===== config.mk =====
export PLATFORM = sky130hd
export DESIGN_NAME = rom_slot_top
export DESIGN_NICKNAME = d
export VERILOG_FILES = /design/src/rom_slot_pkg.sv /design/src/rom_slot_decode.sv /design/src/rom_addr_issue.sv /design/src/rom_data_capture.sv /design/src/rom_slot_top.sv
export VERILOG_INCLUDE_DIRS = /design/src
export SDC_FILE = /design/constraint.sdc
export NUM_CORES = 1
export LEC_CHECK = 0
export ABC_AREA = 0
export BUFFER_PORTS_ARGS = -buffer_cell sky130_fd_sc_hd__buf_2
export CAP_MARGIN = 20
export CORE_MARGIN = 5
export CORE_UTILIZATION = 49
export DETAILED_ROUTE_END_ITERATION = 7
export PLACE_DENSITY = 0.75
export REMOVE_ABC_BUFFERS = 1
export SETUP_SLACK_MARGIN = 0.2
export SLEW_MARGIN = 20
export SYNTH_ARGS = -nofsm -noshare
export SYNTH_HDL_FRONTEND = slang
export SYNTH_HIERARCHICAL = 1
export SYNTH_SLANG_ARGS = --single-unit

===== constraint.sdc =====
create_clock -name clk -period 2.3 [get_ports clk]
set_clock_uncertainty 0.05 [all_clocks]
set_input_delay 0.23 -clock clk [delete_from_list [all_inputs] [get_ports clk]]
set_output_delay 0.23 -clock clk [all_outputs]
set_load 0.05 [all_outputs]

===== src/rom_slot_config.svh =====
`ifndef ROM_SLOT_CONFIG_SVH
`define ROM_SLOT_CONFIG_SVH

// sdram word address width
`define SDRAM_AW    22

// client address widths
`define SND_AW      15 // byte address
`define MAIN_AW     17 // byte address
`define CHAR_AW     13
`define OBJ_AW      16
`define SCR_AW      15

// rom regions inside the sdram, in words
`define SND_OFFSET  'h0A000
`define CHAR_OFFSET 'h0E000
`define SCR_OFFSET  'h10000
`define SCR2_OFFSET 'h08000 // distance from scroll low word to its upper byte
`define OBJ_OFFSET  'h20000

// enables from end of reset or download until ready
`define READY_DELAY 5

`endif


===== src/rom_slot_pkg.sv =====
package rom_slot_pkg;

    // owner of one time slot on the shared sdram read port
    typedef enum logic [2:0] {
        client_snd    = 3'd0, // sound cpu, byte wide
        client_main   = 3'd1, // main cpu, byte wide
        client_char   = 3'd2, // character tiles
        client_obj    = 3'd3, // object sprites
        client_scr_lo = 3'd4, // scroll tile, first word
        client_scr_hi = 3'd5, // scroll tile, second word
        client_idle   = 3'd6  // free slot, nothing read
    } rom_client_e;

    // decoded slot, 8 bits
    typedef struct packed {
        logic [3:0]  slot;       // {h, hsub}
        rom_client_e client;
        logic        refresh_ok; // char and scroll slots may host autorefresh
    } slot_info_t;

    // read in flight between address and data stages, 4 bits
    typedef struct packed {
        rom_client_e client;
        logic        byte_lsb; // byte lane for the 8-bit cpus
    } issue_info_t;

    // client output registers, 72 bits
    typedef struct packed {
        logic [7:0]  snd_dout;
        logic [7:0]  main_dout;
        logic [15:0] char_dout;
        logic [15:0] obj_dout;
        logic [23:0] scr_dout; // {upper byte, two lower bytes}
    } rom_outputs_t;

endpackage


===== src/rom_slot_decode.sv =====
module rom_slot_decode import rom_slot_pkg::*; (
    input  logic       clk,
    input  logic       reset,
    input  logic       cen,
    input  logic [2:0] h,
    input  logic       hsub,
    output slot_info_t cur_slot
);

    logic [3:0]  slot;      // half-pixel position inside the 8-pixel group
    rom_client_e client;
    slot_info_t  prev_slot; // slot seen at the last enable

    assign slot = {h, hsub};

    // cpus take every fourth slot, the rest is shared by the video roms
    always_comb begin
        client = client_idle;
        case (slot[1:0])
            2'b00: client = client_snd;
            2'b01: client = client_main;
            default: begin
                case (slot)
                    4'd2:        client = client_char;
                    4'd3, 4'd11: client = client_obj; // two sprite reads per group
                    4'd6:        client = client_scr_lo;
                    4'd7:        client = client_scr_hi;
                    default:     client = client_idle; // 10, 14, 15
                endcase
            end
        endcase
    end

    assign cur_slot.slot       = slot;
    assign cur_slot.client     = client;
    assign cur_slot.refresh_ok = (client == client_char) || (client == client_scr_lo)
                               || (client == client_scr_hi);

    always_ff @(posedge clk) begin
        if (reset) begin
            prev_slot <= '0; // slot 0 belongs to the sound cpu
        end else if (cen) begin
            prev_slot <= cur_slot;
        end
    end

    // free slots are exactly 10, 14 and 15 of the group
    a_idle_slots: assert property (@(posedge clk) disable iff (reset)
        (prev_slot.client == client_idle) ==
        (prev_slot.slot inside {4'd10, 4'd14, 4'd15}));

endmodule


===== src/rom_addr_issue.sv =====
`include "rom_slot_config.svh"

module rom_addr_issue import rom_slot_pkg::*; (
    input  logic                 clk,
    input  logic                 reset,
    input  logic                 cen,
    input  logic                 downloading,
    input  logic                 lvbl,
    input  slot_info_t           cur_slot,
    input  logic [`SND_AW-1:0]   snd_addr,
    input  logic [`MAIN_AW-1:0]  main_addr,
    input  logic [`CHAR_AW-1:0]  char_addr,
    input  logic [`OBJ_AW-1:0]   obj_addr,
    input  logic [`SCR_AW-1:0]   scr_addr,
    output logic [`SDRAM_AW-1:0] sdram_addr,
    output logic                 autorefresh,
    output issue_info_t          issue
);

    localparam logic [`SDRAM_AW-1:0] snd_offset  = `SND_OFFSET;
    localparam logic [`SDRAM_AW-1:0] char_offset = `CHAR_OFFSET;
    localparam logic [`SDRAM_AW-1:0] scr_offset  = `SCR_OFFSET;
    localparam logic [`SDRAM_AW-1:0] scr2_offset = `SCR2_OFFSET;
    localparam logic [`SDRAM_AW-1:0] obj_offset  = `OBJ_OFFSET;

    // client addresses widened to the sdram word address
    logic [`SDRAM_AW-1:0] snd_word;
    logic [`SDRAM_AW-1:0] main_word;
    logic [`SDRAM_AW-1:0] char_word;
    logic [`SDRAM_AW-1:0] obj_word;
    logic [`SDRAM_AW-1:0] scr_word;
    logic [`SDRAM_AW-1:0] addr_next;
    logic                 lsb_next;

    assign snd_word  = {{(`SDRAM_AW-`SND_AW+1){1'b0}}, snd_addr[`SND_AW-1:1]};   // byte to word
    assign main_word = {{(`SDRAM_AW-`MAIN_AW+1){1'b0}}, main_addr[`MAIN_AW-1:1]};
    assign char_word = {{(`SDRAM_AW-`CHAR_AW){1'b0}}, char_addr};
    assign obj_word  = {{(`SDRAM_AW-`OBJ_AW){1'b0}}, obj_addr};
    assign scr_word  = {{(`SDRAM_AW-`SCR_AW){1'b0}}, scr_addr};

    always_comb begin
        addr_next = sdram_addr; // idle slots keep the last address
        lsb_next  = 1'b0;
        case (cur_slot.client)
            client_snd: begin
                addr_next = snd_offset + snd_word;
                lsb_next  = snd_addr[0]; // picks the byte when data returns
            end
            client_main: begin
                addr_next = main_word; // main cpu rom sits at the bottom
                lsb_next  = main_addr[0];
            end
            client_char:   addr_next = char_offset + char_word;
            client_obj:    addr_next = obj_offset + obj_word;
            client_scr_lo: addr_next = scr_offset + scr_word;
            // upper tile byte lives a fixed distance above the low word
            client_scr_hi: addr_next = sdram_addr + scr2_offset;
            default: ;
        endcase
    end

    always_ff @(posedge clk) begin
        if (reset || downloading) begin
            sdram_addr     <= '0;
            autorefresh    <= 1'b0;
            issue.client   <= client_idle; // nothing in flight
            issue.byte_lsb <= 1'b0;
        end else if (cen) begin
            sdram_addr     <= addr_next;
            // refresh only in vblank, and only where the slot allows it
            autorefresh    <= !lvbl && cur_slot.refresh_ok;
            issue.client   <= cur_slot.client;
            issue.byte_lsb <= lsb_next;
        end
    end

    // no refresh request is ever seen during active video
    a_refresh_vblank: assert property (@(posedge clk) disable iff (reset || downloading)
        lvbl |-> !autorefresh);

endmodule


===== src/rom_data_capture.sv =====
`include "rom_slot_config.svh"

module rom_data_capture import rom_slot_pkg::*; (
    input  logic         clk,
    input  logic         reset,
    input  logic         cen,
    input  logic         downloading,
    input  issue_info_t  issue,
    input  logic [15:0]  data_read,
    output rom_outputs_t roms,
    output logic         ready
);

    logic [15:0]             scr_aux;  // first scroll word, waits for the second
    logic [`READY_DELAY-2:0] ready_sr; // ones shift in, ready is the last stage
    logic [7:0]              byte_sel;
    logic [7:0]              hi_byte;

    // lsb 0 means the upper byte of the word
    assign byte_sel = issue.byte_lsb ? data_read[7:0] : data_read[15:8];

    // upper tile byte, only one half of the word carries data
    assign hi_byte = data_read[15:8] | data_read[7:0];

    always_ff @(posedge clk) begin
        if (reset || downloading) begin
            roms     <= '0;
            scr_aux  <= '0;
            ready_sr <= '0;
            ready    <= 1'b0;
        end else if (cen) begin
            {ready, ready_sr} <= {ready_sr, 1'b1};
            case (issue.client)
                client_snd:    roms.snd_dout  <= byte_sel;
                client_main:   roms.main_dout <= byte_sel;
                client_char:   roms.char_dout <= data_read;
                client_obj:    roms.obj_dout  <= data_read;
                client_scr_lo: scr_aux        <= data_read; // held for the second word
                client_scr_hi: roms.scr_dout  <= {hi_byte, scr_aux};
                default: ;     // idle drops the word
            endcase
        end
    end

    // reset always leaves the core not ready
    a_ready_reset: assert property (@(posedge clk)
        reset |=> !ready);

endmodule


===== src/rom_slot_top.sv =====
`include "rom_slot_config.svh"

module rom_slot_top import rom_slot_pkg::*; (
    input  logic                 clk,
    input  logic                 reset,
    input  logic                 cen,
    input  logic [2:0]           h,
    input  logic                 hsub,
    input  logic                 lvbl,
    input  logic                 downloading,
    input  logic [`SND_AW-1:0]   snd_addr,
    input  logic [`MAIN_AW-1:0]  main_addr,
    input  logic [`CHAR_AW-1:0]  char_addr,
    input  logic [`OBJ_AW-1:0]   obj_addr,
    input  logic [`SCR_AW-1:0]   scr_addr,
    input  logic [15:0]          data_read,
    output logic [`SDRAM_AW-1:0] sdram_addr,
    output logic                 autorefresh,
    output logic                 ready,
    output rom_outputs_t         roms
);

    slot_info_t  cur_slot; // decoded slot for this enable
    issue_info_t issue;    // read whose data arrives at the next enable

    rom_slot_decode u_decode (
        .clk      (clk),
        .reset    (reset),
        .cen      (cen),
        .h        (h),
        .hsub     (hsub),
        .cur_slot (cur_slot)
    );

    rom_addr_issue u_issue (
        .clk         (clk),
        .reset       (reset),
        .cen         (cen),
        .downloading (downloading),
        .lvbl        (lvbl),
        .cur_slot    (cur_slot),
        .snd_addr    (snd_addr),
        .main_addr   (main_addr),
        .char_addr   (char_addr),
        .obj_addr    (obj_addr),
        .scr_addr    (scr_addr),
        .sdram_addr  (sdram_addr),
        .autorefresh (autorefresh),
        .issue       (issue)
    );

    rom_data_capture u_capture (
        .clk         (clk),
        .reset       (reset),
        .cen         (cen),
        .downloading (downloading),
        .issue       (issue),
        .data_read   (data_read),
        .roms        (roms),
        .ready       (ready)
    );

endmodule


Yosys cells after proc, flatten, opt, wreduce, memory -nomap -nowiden

Cells that the tools add are included.

RAM bits: 0
Memories: 0
Flip-flop bits (word level): 120
Input bits: 101
Logic and storage cells: 56
Memory bits (read-only): 0
Latch bits: 0

Div/mod/pow operators: 0
Multipliers: 0
Bitwise operators: 1
Magnitude comparators: 0
$add $sub $neg: 5
Mux-type cells: 5
Shifts and indexed selects: 0
Eq/ne operators: 16
Reduce and logical (&&, ||, !) cells: 17

Operator list:

| kind                     | number |
|---|---|
| $pmux W22 S6             | 1 |
| $add A22 B16 Y22 const B | 1 |
| $add A18 B16 Y19 const A | 1 |
| $add A17 B15 Y18 const A | 1 |
| $add A16 B13 Y17 const A | 1 |
| $add A16 B14 Y17 const A | 1 |
| $reduce_and A2 Y1        | 7 |
| $eq A3 B2 Y1 const B     | 4 |
| $eq A3 B3 Y1 const B     | 4 |
| $pmux W3 S4              | 1 |
| $eq A4 B2 Y1 const B     | 2 |
| $eq A4 B3 Y1 const B     | 2 |
| $mux W8                  | 1 |
| $or A8 B8 Y8             | 1 |
| $eq A3 B1 Y1 const B     | 2 |
| $logic_not A3 Y1         | 2 |
| $pmux W3 S2              | 1 |
| $reduce_bool A6 Y1       | 1 |
| $eq A4 B4 Y1 const B     | 1 |
| $logic_or A1 B1 Y1       | 3 |
| $eq A2 B1 Y1 const B     | 1 |
| $logic_not A2 Y1         | 1 |
| $pmux W1 S2              | 1 |
| $reduce_or A2 Y1         | 1 |
| 2 further kinds          | 2 |

Logic depth before layout (Yosys ltp)

Depth after elaboration: 8
Gate-level depth with buffers: 8
Mapped depth without buffers: 6

Cells and area by module

The synthesis kept the hierarchy.

By module, submodules not included:

| module           | area each (sq um) | cells an instance | sequential area each (sq um) | instances |
|---|---|---|---|---|
| rom_data_capture | 3,399.5           | 404               | 1,861.8                      | 1 |
| rom_addr_issue   | 1,865.5           | 240               | 540.5                        | 1 |
| rom_slot_decode  | 75.1              | 11                | 0.0                          | 1 |

Worst setup path after synthesis

Ideal clock, no wire load.

Kind: in2reg
Start: input port h[2]
End: register u_issue.sdram_addr[13]
Path slack: 574 ps
Data required time: 2,133 ps
Setup time: 117 ps
Buffers on the path: 2
Arrival time: 1,559 ps
Cell stages on the path: 8
Cell sequence: inv_1 a21boi_0 buf_6 buf_6 nor2_1 a32oi_1 o21ai_0 a22o_1

RTL lines:

| element              | line                 | text |
|---|---|---|
| from (decl)          | rom_slot_top.sv:7    | `input logic [2:0] h,` |
| to (signal assigned) | rom_addr_issue.sv:69 | `sdram_addr <= addr_next;` |
| to (decl)            | rom_addr_issue.sv:15 | `` output logic [`SDRAM_AW-1:0] sdram_addr, `` |

Final worst setup path

Start: register, netlist name u_issue/issue[2]
End: register, netlist name u_capture/roms[42]

Longest elaborated chain between the ends: 2

Ends and longest elaborated chain:

| element                     | line                   | text |
|---|---|---|
| $eq A3 B2 Y1                | rom_data_capture.sv:33 | `case (issue.client)` |
| $reduce_and A2 Y1 (no line) | -                      |  |

No other way between the ends.
A chain may end at the register's enable or synchronous reset.

==> metrics.txt <==
status=complete, no violations; LEAKAGE=between 3 and 4 nW; Worst Hold Class=in -> reg; final cell count without fillers=between 1000 and 1500; overall via count from detail_route=~5500; Core ar.=10700 sq um; CP startpoint kind=flip-flop; Cells after DPL=between 900 and 1000; CP cell instances=nand4bb_1, nand2_1, a21oi_1; CP max FO=16; Reg power frac=0.401; Inserted Diodes=0; routed wire length per instance=~16 microns; row cnt=38; full die area=13000 sq um; initial antenna violation count=0; Syn Inst Count=between 600 and 700; logic gate share of total power=0.104; Synthesis Warnings=6; final instance area=a little over 7000 sq um; Placer Congestion=roughly 0.94; VDD IR max=about 0.43 mV; DRC=0; max-slew violations=0; Worst-Margin Slew=around 930 ps; setup slack after layout=about 370 ps; post-DP HPWL=11.3 mm; Resize count post-CTS=0; Pwr Total=5.30 mW; RSZ-0062 raised after global routing=no; endpoints failing hold=0; layout cells sized above 1=0.305; Top Ports=197; Switching Power=between 1 and 1.5 mW; Required @ worst endpoint=about 2600 ps; Setup Buffers After CTS=0; post-DR vias/cell=between 5 and 6; Final #Nets=962; Slew headroom=0.381; Initial Util=0.494; CTS Buf Count=17; ANT nets after route=0; Placement Cell Area=between 6000 and 7000 sq um; setup_tns=0 ps; Placement Setup Slack=~140 ps; Clock transition at path regs=around 60 ps; Final setup viols=0; clock power share=0.496; GRT Util Overall=0.242; Tcrit/Tclk final=0.840; critical path type=reg -> reg; largest net degree at the start of global routing=94; Synth Area per Inst=8.16 sq um; Total Wirelength=16.3 mm; grt total ovfl=0; post-route core utilization=0.674; PortBufs=~200; maxcap violations=0; Clock Path Buffers=2; CP peak stage delay=730 ps; Sink Count=120; Die Ht=114 microns; vias in the first global route=roughly 5300; fmax=between 0.5 and 0.6 GHz; switching fraction of total power=0.231; clock latency on the worst-skew pair=a little over 500 ps; Bufs and invs on worst path=0; Internal=slightly above 4 mW; H-tree Lvls=4; first-pass GRT wire length=25.2 mm; critical path endpoint category=flip-flop; Die Wd=114 microns; Mapped Area=5310 sq um; CTS tree=yes; Area Growth Syn to Fin=36.4%; crit path DAT=2230 ps; min cycle time layout=about 1900 ps; Hold Slack=approximately 15 ps; Power Density=731 nW/um^2; DR iter-0 viols=approximately 420; root buf cell=clkbuf_8; 1st-pass router iterations=7; Top delay family on crit path=simple AND/OR/NAND/NOR gates; crit path max-delay cell type=nand4bb_1
## state kept, by name, summed over array words and instances, names as in the netlist
| signal | cells |
|---|---|
| u_issue/issue | 4 |
| u_capture/ready_sr | 4 |
| u_capture/roms | 72 |
| u_issue/sdram_addr | 22 |
| u_issue/autorefresh | 1 |
| u_capture/scr_aux | 16 |
| u_capture/ready | 1 |
## layout make-up
type,count,area (sq um)
timing repair buffer,245,1440
inverter,6,22.5
multi-input combinational,470,2610
clock buffer,22,473
fill,868,3500
clock inverter,8,120
sequential,120,2400
tap,140,175
## final timing paths
path                                                   startpoint                            endpoint  slack (ps)  depth (start not counted)
worst max-delay path                u_issue/issue[2]$_SDFFE_PP1P_     u_capture/roms[42]$_SDFFE_PP0P_         370                          3
worst min-delay path                                  snd_addr[8]  u_issue/sdram_addr[7]$_SDFFE_PP0P_          20                          3
worst max register to register      u_issue/issue[2]$_SDFFE_PP1P_     u_capture/roms[42]$_SDFFE_PP0P_         370                          3
worst min register to register  u_capture/scr_aux[7]$_SDFFE_PP0P_      u_capture/roms[7]$_SDFFE_PP0P_         400                          2
## worst min-delay path, stage by stage
cell and delay [ps]:
buf_2 90, nor2_1 50, o31ai_2 160
## what timing repair did
action,4_1_cts,5_1_grt
hold buffers,30,0
endpoints found under the hold margin,62,0
setup endpoints to repair,0,0
## power by group through the flow
stage	combinational, mW	clock (mW)	sequential (mW)
after floorplan	0.231	0	2.21
after global placement	0.489	0	2.16
after detailed placement	0.501	0	2.16
after CTS	0.541	2.65	2.12
after global routing	0.588	2.77	2.12
final	0.548	2.63	2.12
## routing by layer
metal	global-route usage	share of wire	vias to the layer above
met5	0	0	-
met4	0.0903	0.023	0
met3	0.0645	0.082	37
met2	0.418	0.50	271
met1	0.289	0.39	2513
li1	-	-	2651
## cell usage in the layout (no fill, tap or decap), types with 18 or more instances in the layout
cell and count:
buf_2 196, nand2_1 154, dfxtp_1 120, a21oi_1 80, nor2_1 62, dlygate4sd3_1 30
o21ai_0 22, mux2i_1 21, nor3_1 18, buf_4 18
(Power assumes the default switching activity.)
